### src/spiFlash_settings.svh
// Build-time settings for the SPI flash master.
// Include this header wherever the bus width, register map or SCK rate is needed.
`ifndef SPI_FLASH_SETTINGS_SVH
`define SPI_FLASH_SETTINGS_SVH

// AXI4-Lite address width in bits
`define SPI_ADDR_W 4

// register map, byte offsets on the AXI4-Lite bus
`define SPI_REG_DATA 'h0    // write starts a byte, read returns last command
`define SPI_REG_STATUS 'h4  // busy in bit 15, rx byte in bits 7:0

// clk cycles per SCK half period
// one byte takes 16 half periods, so 16 * SPI_SCK_DIV clk cycles
// any value of 1 or more works
`define SPI_SCK_DIV 2

`endif

### src/spiFlashPkg.sv
// Shared types for the SPI flash master.
// Holds the AXI4-Lite channel bundles and the command, status and pin bundles.
`include "spiFlash_settings.svh"

package spiFlashPkg;

	// AXI response codes, only the two the register block ever returns
	typedef enum logic [1:0] {
		OKAY   = 2'b00,
		SLVERR = 2'b10
	} axiResp_t;

	// master to slave
	typedef struct packed {
		logic                   awvalid;
		logic [`SPI_ADDR_W-1:0] awaddr;
		logic                   wvalid;
		logic [31:0]            wdata;
		logic [3:0]             wstrb;  // lane 0 is the byte, lane 1 carries the deselect bit
		logic                   bready;
		logic                   arvalid;
		logic [`SPI_ADDR_W-1:0] araddr;
		logic                   rready;
	} axiLiteReq_t;

	// slave to master
	typedef struct packed {
		logic        awready;
		logic        wready;
		logic        bvalid;
		axiResp_t    bresp;
		logic        arready;
		logic        rvalid;
		logic [31:0] rdata;
		axiResp_t    rresp;
	} axiLiteRsp_t;

	// one byte command, same layout as bits 8:0 of the data register
	typedef struct packed {
		logic       deselect;  // 1 raises csN and sends nothing
		logic [7:0] data;      // byte shifted out MSB first
	} spiCmd_t;

	// engine state seen through the status register
	typedef struct packed {
		logic       busy;
		logic [7:0] rxData;
	} spiStatus_t;

	// outgoing flash pins
	typedef struct packed {
		logic sck;
		logic csN;
		logic mosi;
	} spiPins_t;

endpackage

### src/axiLiteSpiRegs.sv
// AXI4-Lite register block of the SPI flash master.
// A data write becomes one byte command to the engine; the status read shows busy and rx byte.
`include "spiFlash_settings.svh"

module axiLiteSpiRegs (
	input  logic                     clk,
	input  logic                     rstN,
	input  spiFlashPkg::axiLiteReq_t axiReq,
	output spiFlashPkg::axiLiteRsp_t axiRsp,
	output spiFlashPkg::spiCmd_t     cmd,
	output logic                     cmdValid,
	input  logic                     cmdReady,
	input  spiFlashPkg::spiStatus_t  status
);
	import spiFlashPkg::*;

	localparam logic [`SPI_ADDR_W-1:0] AddrData = `SPI_ADDR_W'(`SPI_REG_DATA);
	localparam logic [`SPI_ADDR_W-1:0] AddrStatus = `SPI_ADDR_W'(`SPI_REG_STATUS);

	logic        wrAccept;  // AW and W taken together
	logic        wrIsData;
	logic        rdAccept;
	spiCmd_t     lastCmd;   // readback of the data register
	logic        bvalid;
	axiResp_t    bresp;
	logic        rvalid;
	logic [31:0] rdata;
	axiResp_t    rresp;
	logic [31:0] rdWord;    // read mux output, registered into rdata
	axiResp_t    rdResp;

	// write path
	// both channels must be valid together, B must be free and the engine idle
	// error writes wait for the engine too, which keeps the write order simple
	assign wrAccept = axiReq.awvalid & axiReq.wvalid & ~bvalid & cmdReady;
	assign wrIsData = (axiReq.awaddr == AddrData);
	assign cmdValid = wrAccept & wrIsData;  // single cycle, engine goes busy right after

	// byte lanes merge into the stored command
	always_comb begin
		cmd = lastCmd;
		if (axiReq.wstrb[0]) begin
			cmd.data = axiReq.wdata[7:0];
		end
		if (axiReq.wstrb[1]) begin
			cmd.deselect = axiReq.wdata[8];  // bit 8 set means csN high, no transfer
		end
	end

	always_ff @(posedge clk or negedge rstN) begin
		if (!rstN) begin
			lastCmd <= '{deselect: 1'b1, data: 8'h00};  // matches csN high after reset
		end else if (cmdValid) begin
			lastCmd <= cmd;
		end
	end

	// B channel, response one cycle after acceptance
	always_ff @(posedge clk or negedge rstN) begin
		if (!rstN) begin
			bvalid <= 1'b0;
			bresp  <= OKAY;
		end else if (wrAccept) begin
			bvalid <= 1'b1;
			bresp  <= wrIsData ? OKAY : SLVERR;  // status is read only, others unmapped
		end else if (axiReq.bready) begin
			bvalid <= 1'b0;
		end
	end

	// read path
	assign rdAccept = axiReq.arvalid & ~rvalid;  // held R blocks the next AR

	always_comb begin
		rdWord = 32'h0;
		rdResp = OKAY;
		case (axiReq.araddr)
			AddrData: rdWord = {23'h0, lastCmd};
			AddrStatus: rdWord = {16'h0, status.busy, 7'h0, status.rxData};
			default: rdResp = SLVERR;  // unmapped reads return zero
		endcase
	end

	always_ff @(posedge clk or negedge rstN) begin
		if (!rstN) begin
			rvalid <= 1'b0;
		end else if (rdAccept) begin
			rvalid <= 1'b1;
		end else if (axiReq.rready) begin
			rvalid <= 1'b0;
		end
	end

	// read payload, only looked at while rvalid is high
	always_ff @(posedge clk) begin
		if (rdAccept) begin
			rdata <= rdWord;
			rresp <= rdResp;
		end
	end

	always_comb begin
		axiRsp.awready = wrAccept;
		axiRsp.wready  = wrAccept;
		axiRsp.bvalid  = bvalid;
		axiRsp.bresp   = bresp;
		axiRsp.arready = rdAccept;
		axiRsp.rvalid  = rvalid;
		axiRsp.rdata   = rdata;
		axiRsp.rresp   = rresp;
	end

	// a stalled B response keeps its code until the master takes it
	bHoldA: assert property (@(posedge clk) disable iff (!rstN)
		axiRsp.bvalid && !axiReq.bready |=> axiRsp.bvalid && $stable(axiRsp.bresp));

	// the engine only leaves idle on a command from this block
	busyOnCmdA: assert property (@(posedge clk) disable iff (!rstN)
		$fell(cmdReady) |-> $past(cmdValid));

	// R holds its data while the master stalls
	rHoldA: assert property (@(posedge clk) disable iff (!rstN)
		axiRsp.rvalid && !axiReq.rready |=> axiRsp.rvalid && $stable(axiRsp.rdata));

endmodule

### src/spiByteEngine.sv
// SPI mode 0 byte engine for the flash master.
// Each accepted command latches chip select and, when selecting, shifts one full-duplex byte.
`include "spiFlash_settings.svh"

module spiByteEngine (
	input  logic                    clk,
	input  logic                    rstN,
	input  logic                    cfgDone,
	input  spiFlashPkg::spiCmd_t    cmd,
	input  logic                    cmdValid,
	output logic                    cmdReady,
	output spiFlashPkg::spiStatus_t status,
	input  logic                    miso,
	output spiFlashPkg::spiPins_t   spiPins
);
	import spiFlashPkg::*;

	localparam int SckDiv = `SPI_SCK_DIV;
	localparam int DivW = (SckDiv > 1) ? $clog2(SckDiv) : 1;
	localparam int XferCycles = 16 * SckDiv;  // 16 half periods per byte

	logic            busy;
	logic            csLatch;   // 1 keeps the flash deselected
	logic            sck;
	logic [DivW-1:0] divCnt;    // clk cycles within a half period
	logic [3:0]      halfCnt;   // half period index, 0 to 15
	logic [7:0]      shiftReg;  // tx byte going out the top, rx byte coming in the bottom
	logic            misoBit;   // MISO held from the rising edge until the next falling edge
	logic            take;
	logic            start;
	logic            halfEnd;
	logic            sckRise;
	logic            sckFall;

	assign take = cmdValid & cmdReady;
	// no transfer starts until the flash reports ready
	assign start = take & ~cmd.deselect & cfgDone;

	assign halfEnd = busy && (divCnt == DivW'(SckDiv - 1));
	assign sckRise = halfEnd & ~sck;  // SCK goes 0 to 1 at this edge
	assign sckFall = halfEnd & sck;

	// chip select holds until the next command
	always_ff @(posedge clk or negedge rstN) begin
		if (!rstN) begin
			csLatch <= 1'b1;
		end else if (take) begin
			csLatch <= cmd.deselect | ~cfgDone;  // a select before cfgDone is ignored
		end
	end

	// SCK generation and byte length
	always_ff @(posedge clk or negedge rstN) begin
		if (!rstN) begin
			busy    <= 1'b0;
			sck     <= 1'b0;
			divCnt  <= '0;
			halfCnt <= '0;
		end else if (start) begin
			busy    <= 1'b1;
			sck     <= 1'b0;  // idle low, first edge is rising
			divCnt  <= '0;
			halfCnt <= '0;
		end else if (busy) begin
			if (halfEnd) begin
				divCnt  <= '0;
				halfCnt <= halfCnt + 4'd1;
				sck     <= ~sck;
				if (halfCnt == 4'd15) begin
					busy <= 1'b0;  // eighth falling edge ends the byte
				end
			end else begin
				divCnt <= divCnt + DivW'(1);
			end
		end
	end

	// sample on rising SCK, the slave shifts on falling SCK
	always_ff @(posedge clk) begin
		if (sckRise) begin
			misoBit <= miso;
		end
	end

	// circular shift on falling SCK
	// MSB leaves on MOSI while the sampled MISO bit enters at the LSB
	always_ff @(posedge clk or negedge rstN) begin
		if (!rstN) begin
			shiftReg <= '0;
		end else if (start) begin
			shiftReg <= cmd.data;
		end else if (sckFall) begin
			shiftReg <= {shiftReg[6:0], misoBit};
		end
	end

	assign cmdReady = ~busy;
	assign status.busy = busy;
	assign status.rxData = shiftReg;  // full rx byte once busy falls

	assign spiPins.sck = sck;
	assign spiPins.csN = csLatch | ~cfgDone;  // flash not ready, keep it deselected
	assign spiPins.mosi = busy & shiftReg[7];  // bit 7 is on the line before the first rise

	// clock pulses only reach a selected flash
	csDuringSckA: assert property (@(posedge clk) disable iff (!rstN)
		spiPins.sck && cfgDone |-> !spiPins.csN);

	// one byte is always exactly 16 half periods long
	busyLenA: assert property (@(posedge clk) disable iff (!rstN)
		$fell(busy) |-> $past(busy, XferCycles) && !$past(busy, XferCycles + 1));

	// SCK idles low between bytes
	sckIdleA: assert property (@(posedge clk) disable iff (!rstN)
		!busy |-> !sck);

endmodule

### src/spiFlashCtrl.sv
// Top level of the memory-mapped SPI flash master.
// The AXI4-Lite register block feeds byte commands to the SPI byte engine.

module spiFlashCtrl (
	input  logic                     clk,
	input  logic                     rstN,
	input  logic                     cfgDone,   // flash configured and ready
	input  spiFlashPkg::axiLiteReq_t axiReq,
	output spiFlashPkg::axiLiteRsp_t axiRsp,
	input  logic                     miso,
	output spiFlashPkg::spiPins_t    spiPins
);
	import spiFlashPkg::*;

	spiCmd_t    cmd;       // byte command toward the engine
	logic       cmdValid;
	logic       cmdReady;  // engine idle
	spiStatus_t status;    // busy and last rx byte

	// register map and AXI handshakes
	axiLiteSpiRegs axiLiteSpiRegs_i (
		.clk      (clk),
		.rstN     (rstN),
		.axiReq   (axiReq),
		.axiRsp   (axiRsp),
		.cmd      (cmd),
		.cmdValid (cmdValid),
		.cmdReady (cmdReady),
		.status   (status)
	);

	// pin timing and shifting
	spiByteEngine spiByteEngine_i (
		.clk      (clk),
		.rstN     (rstN),
		.cfgDone  (cfgDone),
		.cmd      (cmd),
		.cmdValid (cmdValid),
		.cmdReady (cmdReady),
		.status   (status),
		.miso     (miso),
		.spiPins  (spiPins)
	);

endmodule

### config.mk
export PLATFORM = sky130hd
export DESIGN_NAME = spiFlashCtrl
export DESIGN_NICKNAME = d
export VERILOG_FILES = /design/src/spiFlashPkg.sv /design/src/axiLiteSpiRegs.sv /design/src/spiByteEngine.sv /design/src/spiFlashCtrl.sv
export VERILOG_INCLUDE_DIRS = /design/src /design/src/src
export SDC_FILE = /design/constraint.sdc
export NUM_CORES = 1
export LEC_CHECK = 0
export ABC_AREA = 0
export ABC_CLOCK_PERIOD_IN_PS = 1810
export BUFFER_PORTS_ARGS = -buffer_cell sky130_fd_sc_hd__buf_2
export CAP_MARGIN = 25
export CORE_MARGIN = 3
export CORE_UTILIZATION = 42
export DETAILED_ROUTE_END_ITERATION = 6
export PLACE_DENSITY = 0.79
export SLEW_MARGIN = 25
export SYNTH_ARGS = -nofsm -noshare
export SYNTH_HDL_FRONTEND = slang
export SYNTH_SLANG_ARGS = --single-unit
### constraint.sdc
create_clock -name clk -period 1.81 [get_ports clk]
set_input_delay 0.181 -clock clk [delete_from_list [all_inputs] [get_ports clk]]
set_output_delay 0.181 -clock clk [all_outputs]
set_load 0.05 [all_outputs]
* Yosys cells after proc, flatten, opt, wreduce, memory -nomap -nowiden *
Index checks and enable logic that the tools add are counted.

storage, ports and cells
  register bits = 64
  word-level logic and storage cells = 71
  bits of input ports = 53

cells by class
  equality and inequality tests = 2
  bitwise operators = 19
  reduce and logical (&&, ||, !) cells = 10
  add/subtract/negate cells = 2
  muxes and demuxes = 24

operators with widths
  kind                                            count
  case mux 16 bit (2 select lines)                1
  2-to-1 mux 8 bit                                3
  2-to-1 mux 1 bit                                15
  2-to-1 mux 4 bit                                3
  bitwise AND 1 bit                               11
  nonzero test 2 bit                              5
  logical NOT 4 bit                               2
  NOT 1 bit                                       6
  adder 4 x 1 -> 4 bit (second input constant)    1
  == test 4 x 3 -> 1 bit (second input constant)  1
  == test 4 bit (second input constant)           1
  2-to-1 mux 2 bit                                2
  OR 1 bit                                        2
  AND reduction 2 bit                             1
  OR reduction 2 bit                              1
  adder 1 bit (second input constant)             1
  logical AND 1 bit                               1

* Longest topological paths before layout *
  depth after elaboration = 9
  gate-level depth with buffers = 6

* Modules after synthesis *
Synthesis repeated with hierarchy kept, for this count alone.

second synthesis, totals
  cell total of the unflattened synthesis = 175
  area, all modules = 2125.8 um2

modules (own cells, without submodules)
  module          cells an instance  times used  area each (um2)
  axiLiteSpiRegs  105                1           1308.8
  spiByteEngine   70                 1           817.0

* Least setup slack after synthesis *
No wires, ideal clock.

  kind = register to register
  from = register spiByteEngine_i.busy
  to = register spiByteEngine_i.shiftReg[3]
  data required time = 1685 ps
  clock period less this slack = 1947 ps
  data arrival time = 1822 ps
  slack = -137 ps
  cell stages (with the launch flop) = 7
  cells stage by stage = dfrtp_1 > clkbuf_1 > nand4bb_1 > clkbuf_1 > or4_4 > buf_6 > mux2_4

on the way
  cells in the longest elaborated chain, start to end = 7
  elaborated cells on any way between the ends = 10
  those cells by class = mux: 1; bitwise: 7; reduce/logical: 2

RTL lines
  item                                                    line                  text
  start, declared                                         spiByteEngine.sv:22   logic busy;
  start signal, assigned                                  spiByteEngine.sv:55   busy <= 1'b0;
  start signal, assigned                                  spiByteEngine.sv:60   busy <= 1'b1;
  start signal, assigned                                  spiByteEngine.sv:70   busy <= 1'b0;
  NOT 1 bit                                               spiByteEngine.sv:97   assign cmdReady = ~busy;
  bitwise AND 1 bit                                       axiLiteSpiRegs.sv:35  assign wrAccept = axiReq.awvalid & axiReq.wvalid & ~bvalid & cmdReady;
  bitwise AND 1 bit                                       axiLiteSpiRegs.sv:37  assign cmdValid = wrAccept & wrIsData;
  bitwise AND 1 bit                                       spiByteEngine.sv:35   assign take = cmdValid & cmdReady;
  bitwise AND 1 bit (2 in a row)                          spiByteEngine.sv:37   assign start = take & ~cmd.deselect & cfgDone;
  2-to-1 mux 8 bit or nonzero test 2 bit (tied branches)  n/a
  end signal, assigned                                    spiByteEngine.sv:91   shiftReg <= cmd.data;
  end signal, assigned                                    spiByteEngine.sv:93   shiftReg <= {shiftReg[6:0], misoBit};
  end, declared                                           spiByteEngine.sv:27   logic [7:0] shiftReg;

Parallel ways exist; a longest one is shown, timed or not.
A chain may end at the register's enable or synchronous reset.

==> impl_metrics.csv <==
group,metric,value,unit
grt,globalRoute.totalOverflow,0,
synthesis,ys_types,35,
final_layout,antenna_cells,0,
die,die_h,76.3,µm
min_path,hp-class,"primary input to flop",
detailed_routing,via_per_inst,4.61,
clock_tree,cts_tree,"built",
synthesis,syn_area_per_cell,11.2,µm²
die,rows,24,
worst_setup_path,crit_path_end_kind,"output pin",
power,intPower,0.00190,W
die,design.core.area,4560,µm²
worst_setup_path,startpoint_type,"flop",
die,die_area,5820,µm²
power,ir_drop,0.000535,V
final_layout,area_growth,18.9,%
placement,io_buffer_count,47,
clock_tree,max-clock-path-buffers,2,
detailed_routing,drtAntennaViolNets,0,
die,pin_count,97,
grt,grt_max_degree,29,
timing,grt_setup_unrepaired,"false",
final_layout,nNetsFinal,293,
detailed_routing,route.final.wire_length,3820,µm
clock_tree,post_cts_buffers,0,
grt,grt_pass1_wl,6200,µm
placement,dpl.hpwl,2820,µm
worst_setup_path,worst-path-max-fanout,6,
status,status,"finished, final reports clean",
detailed_routing,drtIter0Drc,55,
detailed_routing,drt-wirelength-per-cell,12.5,µm
timing,fin_crit,1.70,ns
timing,finClkSkew,0.00636,ns
worst_setup_path,crit_required,1.63,ns
detailed_routing,drt_pass1_iterations,4,
detailed_routing,drcViolationCount,0,
timing,worst_pin_slew,0.639,ns
die,start_util,45.4,%
run,drv_cap,0,
clock_tree,clock-sinks,40,
placement,post-place-ws,0.0199,ns
timing,relSlewSlack,57.4,%
synthesis,yosys_register_bits,40,
timing,setup_viol,0,
final_layout,fill_cells,421,
grt,grt_pass1_vias,1360,
timing,min_period_over_period,93.9,%
synthesis,yosysWarnings,0,
timing,slew_viol_final,0,
worst_setup_path,worst-setup-path-type,"flop to output pin",
timing,hold_viol,0,
timing,max_freq,588,MHz
clock_tree,clkLatencyLatePin,0.30,ns
power,swShare,34.9,%
grt,grtUsageTotal,13.5,%
final_layout,drive_gt1_share,35.0,%
power,p_sw,0.00101,W
clock_tree,cts_inserted_buffers,5,
worst_setup_path,arrival,1.52,ns
power,comb_power_share,28.7,%
clock_tree,cts_max_level,2,
power,powerDensity,1180,nW/µm²
synthesis,synth_area,2070,µm²
synthesis,syn_inst,186,
timing,tns,0,ns
grt,antenna_found_initial,0,
placement,routabilityCongestion,0.752,
timing,fin_ws,0.111,ns
synthesis,synth_seq_area_share,51.3,%
power,pwr-share-seq,45.0,%
power,leakage,1.16,nW
die,fp.dieW,76.3,µm
clock_tree,cts.clk_slew.worst_paths,0.08,ns
clock_tree,cts_root_buf,"clkbuf_8",
detailed_routing,vias,1407,
power,clkPwrFrac,26.3,%
-- cell usage after synthesis --
library cell  number  area (µm²)
and3_1             1        6.26
nor4_4             1        21.3
nand2b_1           1        6.26
xnor2_1            1        8.76
buf_6              1        11.3
nor4_1             1        6.26
nor2_1            16        60.1
o41ai_1            1        8.76
nand4bb_1          1        11.3
conb_1             1        3.75
ha_1               1        12.5
clkbuf_1           5        18.8
buf_1              1        3.75
nor3b_1            1        7.51
or3_1              2        12.5
inv_1              8        30.0
buf_2              1        5.00
mux2_4             1        15.0
dfrtp_1           26         651
nand2_1           11        41.3
xor2_1             3        26.3
o221ai_1           5        43.8
nand3_1            6        30.0
o21a_1             1        7.51
mux2i_1           19         190
nor2b_1            1        6.26
buf_4             30         225
edfxtp_1          12         360
a21oi_1            4        20.0
or4_4              1        11.3
mux2_2             9         101
or4_1              1        7.51
dfstp_2            2        52.6
o21ai_0            9        45.0
and2_1             1        6.26
-- logic make-up after synthesis --
group,Yosys count,synth area share [%]
buffers and inverters,46,14.2
and+or+nand+nor,45,11.3
DFF,40,51.3
muxes,29,14.8
AOI/OAI and AO/OA,20,6.03
xor gates and xnor gates,4,1.69
adders and majority gates,1,0.603
other,1,0.181
-- cells in the final DEF, fill, tap and decap left out, drive strengths merged, types with 2 or more instances in the layout --
cell | netlist | final
a21oi | 4 | 4
buf | 33 | 58
clkbuf | 5 | 8
conb | 1 | 24
dfrtp | 26 | 26
dfstp | 2 | 2
edfxtp | 12 | 12
inv | 8 | 8
mux2 | 10 | 10
mux2i | 19 | 19
nand2 | 11 | 11
nand3 | 6 | 6
nor2 | 16 | 16
nor4 | 2 | 2
o21ai | 9 | 9
o221ai | 5 | 5
or3 | 2 | 2
or4 | 2 | 2
xor2 | 3 | 3
-- per-stage QoR --
step           power [W]  utilization, %  area, µm²  hold slack [ns]  instances
6_report         0.00291            54.1       2470           0.0484        305
5_1_grt          0.00307            54.1       2470           0.0388        305
4_1_cts          0.00292            53.6       2450           0.0397        305
3_5_place_dp     0.00214            50.7       2310            0.234        296
3_3_place_gp     0.00212            50.7       2310            0.232        296
2_1_floorplan    0.00202               -       2190           -0.115        209
-- final cells by class --
| type | count | area (µm²) | share of cell area [%] |
|---|---|---|---|
| Inverter | 8 | 30.0 | 1.22 |
| Timing Repair Buffer | 61 | 348 | 14.1 |
| Multi-Input combinational cell | 123 | 823 | 33.4 |
| Clock inverter | 2 | 38.8 | 1.57 |
| Sequential cell | 40 | 1060 | 43.1 |
| Tap cell | 65 | 81.3 | 3.30 |
| Clock buffer | 6 | 82.6 | 3.35 |
-- timing repair --
item | in CTS | in global routing
hold buffers | 1 | 0
endpoints found under the setup margin | 0 | 2
resized for setup | 0 | 3
hold endpoints to repair | 26 | 0
-- sequential cells by signal (all words and copies together), names as in the netlist --
signal / count
axiLiteSpiRegs_i.rdata: 10
axiLiteSpiRegs_i.lastCmd: 9
spiByteEngine_i.shiftReg: 8
spiByteEngine_i.halfCnt: 4
axiLiteSpiRegs_i.bresp: 1
axiLiteSpiRegs_i.bvalid: 1
axiLiteSpiRegs_i.rresp: 1
axiLiteSpiRegs_i.rvalid: 1
spiByteEngine_i.busy: 1
spiByteEngine_i.csLatch: 1
spiByteEngine_i.divCnt: 1
spiByteEngine_i.misoBit: 1
spiByteEngine_i.sck: 1
-- final timing paths --
check / from / endpoint / slack (ns) / cells past startpoint
max in group asynchronous: rstN / axiLiteSpiRegs_i.lastCmd[2] / 0.96 / 2
min in group asynchronous: rstN / axiLiteSpiRegs_i.rvalid / 0.44 / 2
setup / recovery: spiByteEngine_i.busy / axiRsp[39] / 0.11 / 5
setup reg to reg: axiLiteSpiRegs_i.lastCmd[8] / spiByteEngine_i.shiftReg[7] / 0.15 / 4
hold reg to reg: spiByteEngine_i.misoBit / spiByteEngine_i.shiftReg[0] / 0.46 / 2
hold / removal: axiReq[0] / axiLiteSpiRegs_i.rvalid / 0.05 / 2
-- per-layer routing --
metal | GRT usage (%) | vias up | share of wire [%]
met3 | 5.44 | 8 | 7.4
met5 | 0 | - | 0
li1 | - | 689 | -
met4 | 5.43 | 0 | 1.9
met1 | 15.1 | 663 | 43
met2 | 22.7 | 47 | 48
-- critical path, stage by stage (launching register included) --
cell       delay [ns]
dfrtp_1          0.39
nand4bb_4        0.24
buf_4            0.17
inv_1            0.07
buf_4            0.13
clkbuf_4         0.23
-- power by group through the flow --
stage	combinational, W	sequential [W]	clock [W]
3_3_place_gp	0.000802	0.00131	0
3_5_place_dp	0.000822	0.00132	0
5_1_grt	0.000908	0.00134	0.000818
2_1_floorplan	0.000671	0.00135	0
4_1_cts	0.000832	0.00131	0.000781
6_report	0.000834	0.00131	0.000766
No activity file was read; power rests on OpenSTA's default activity.
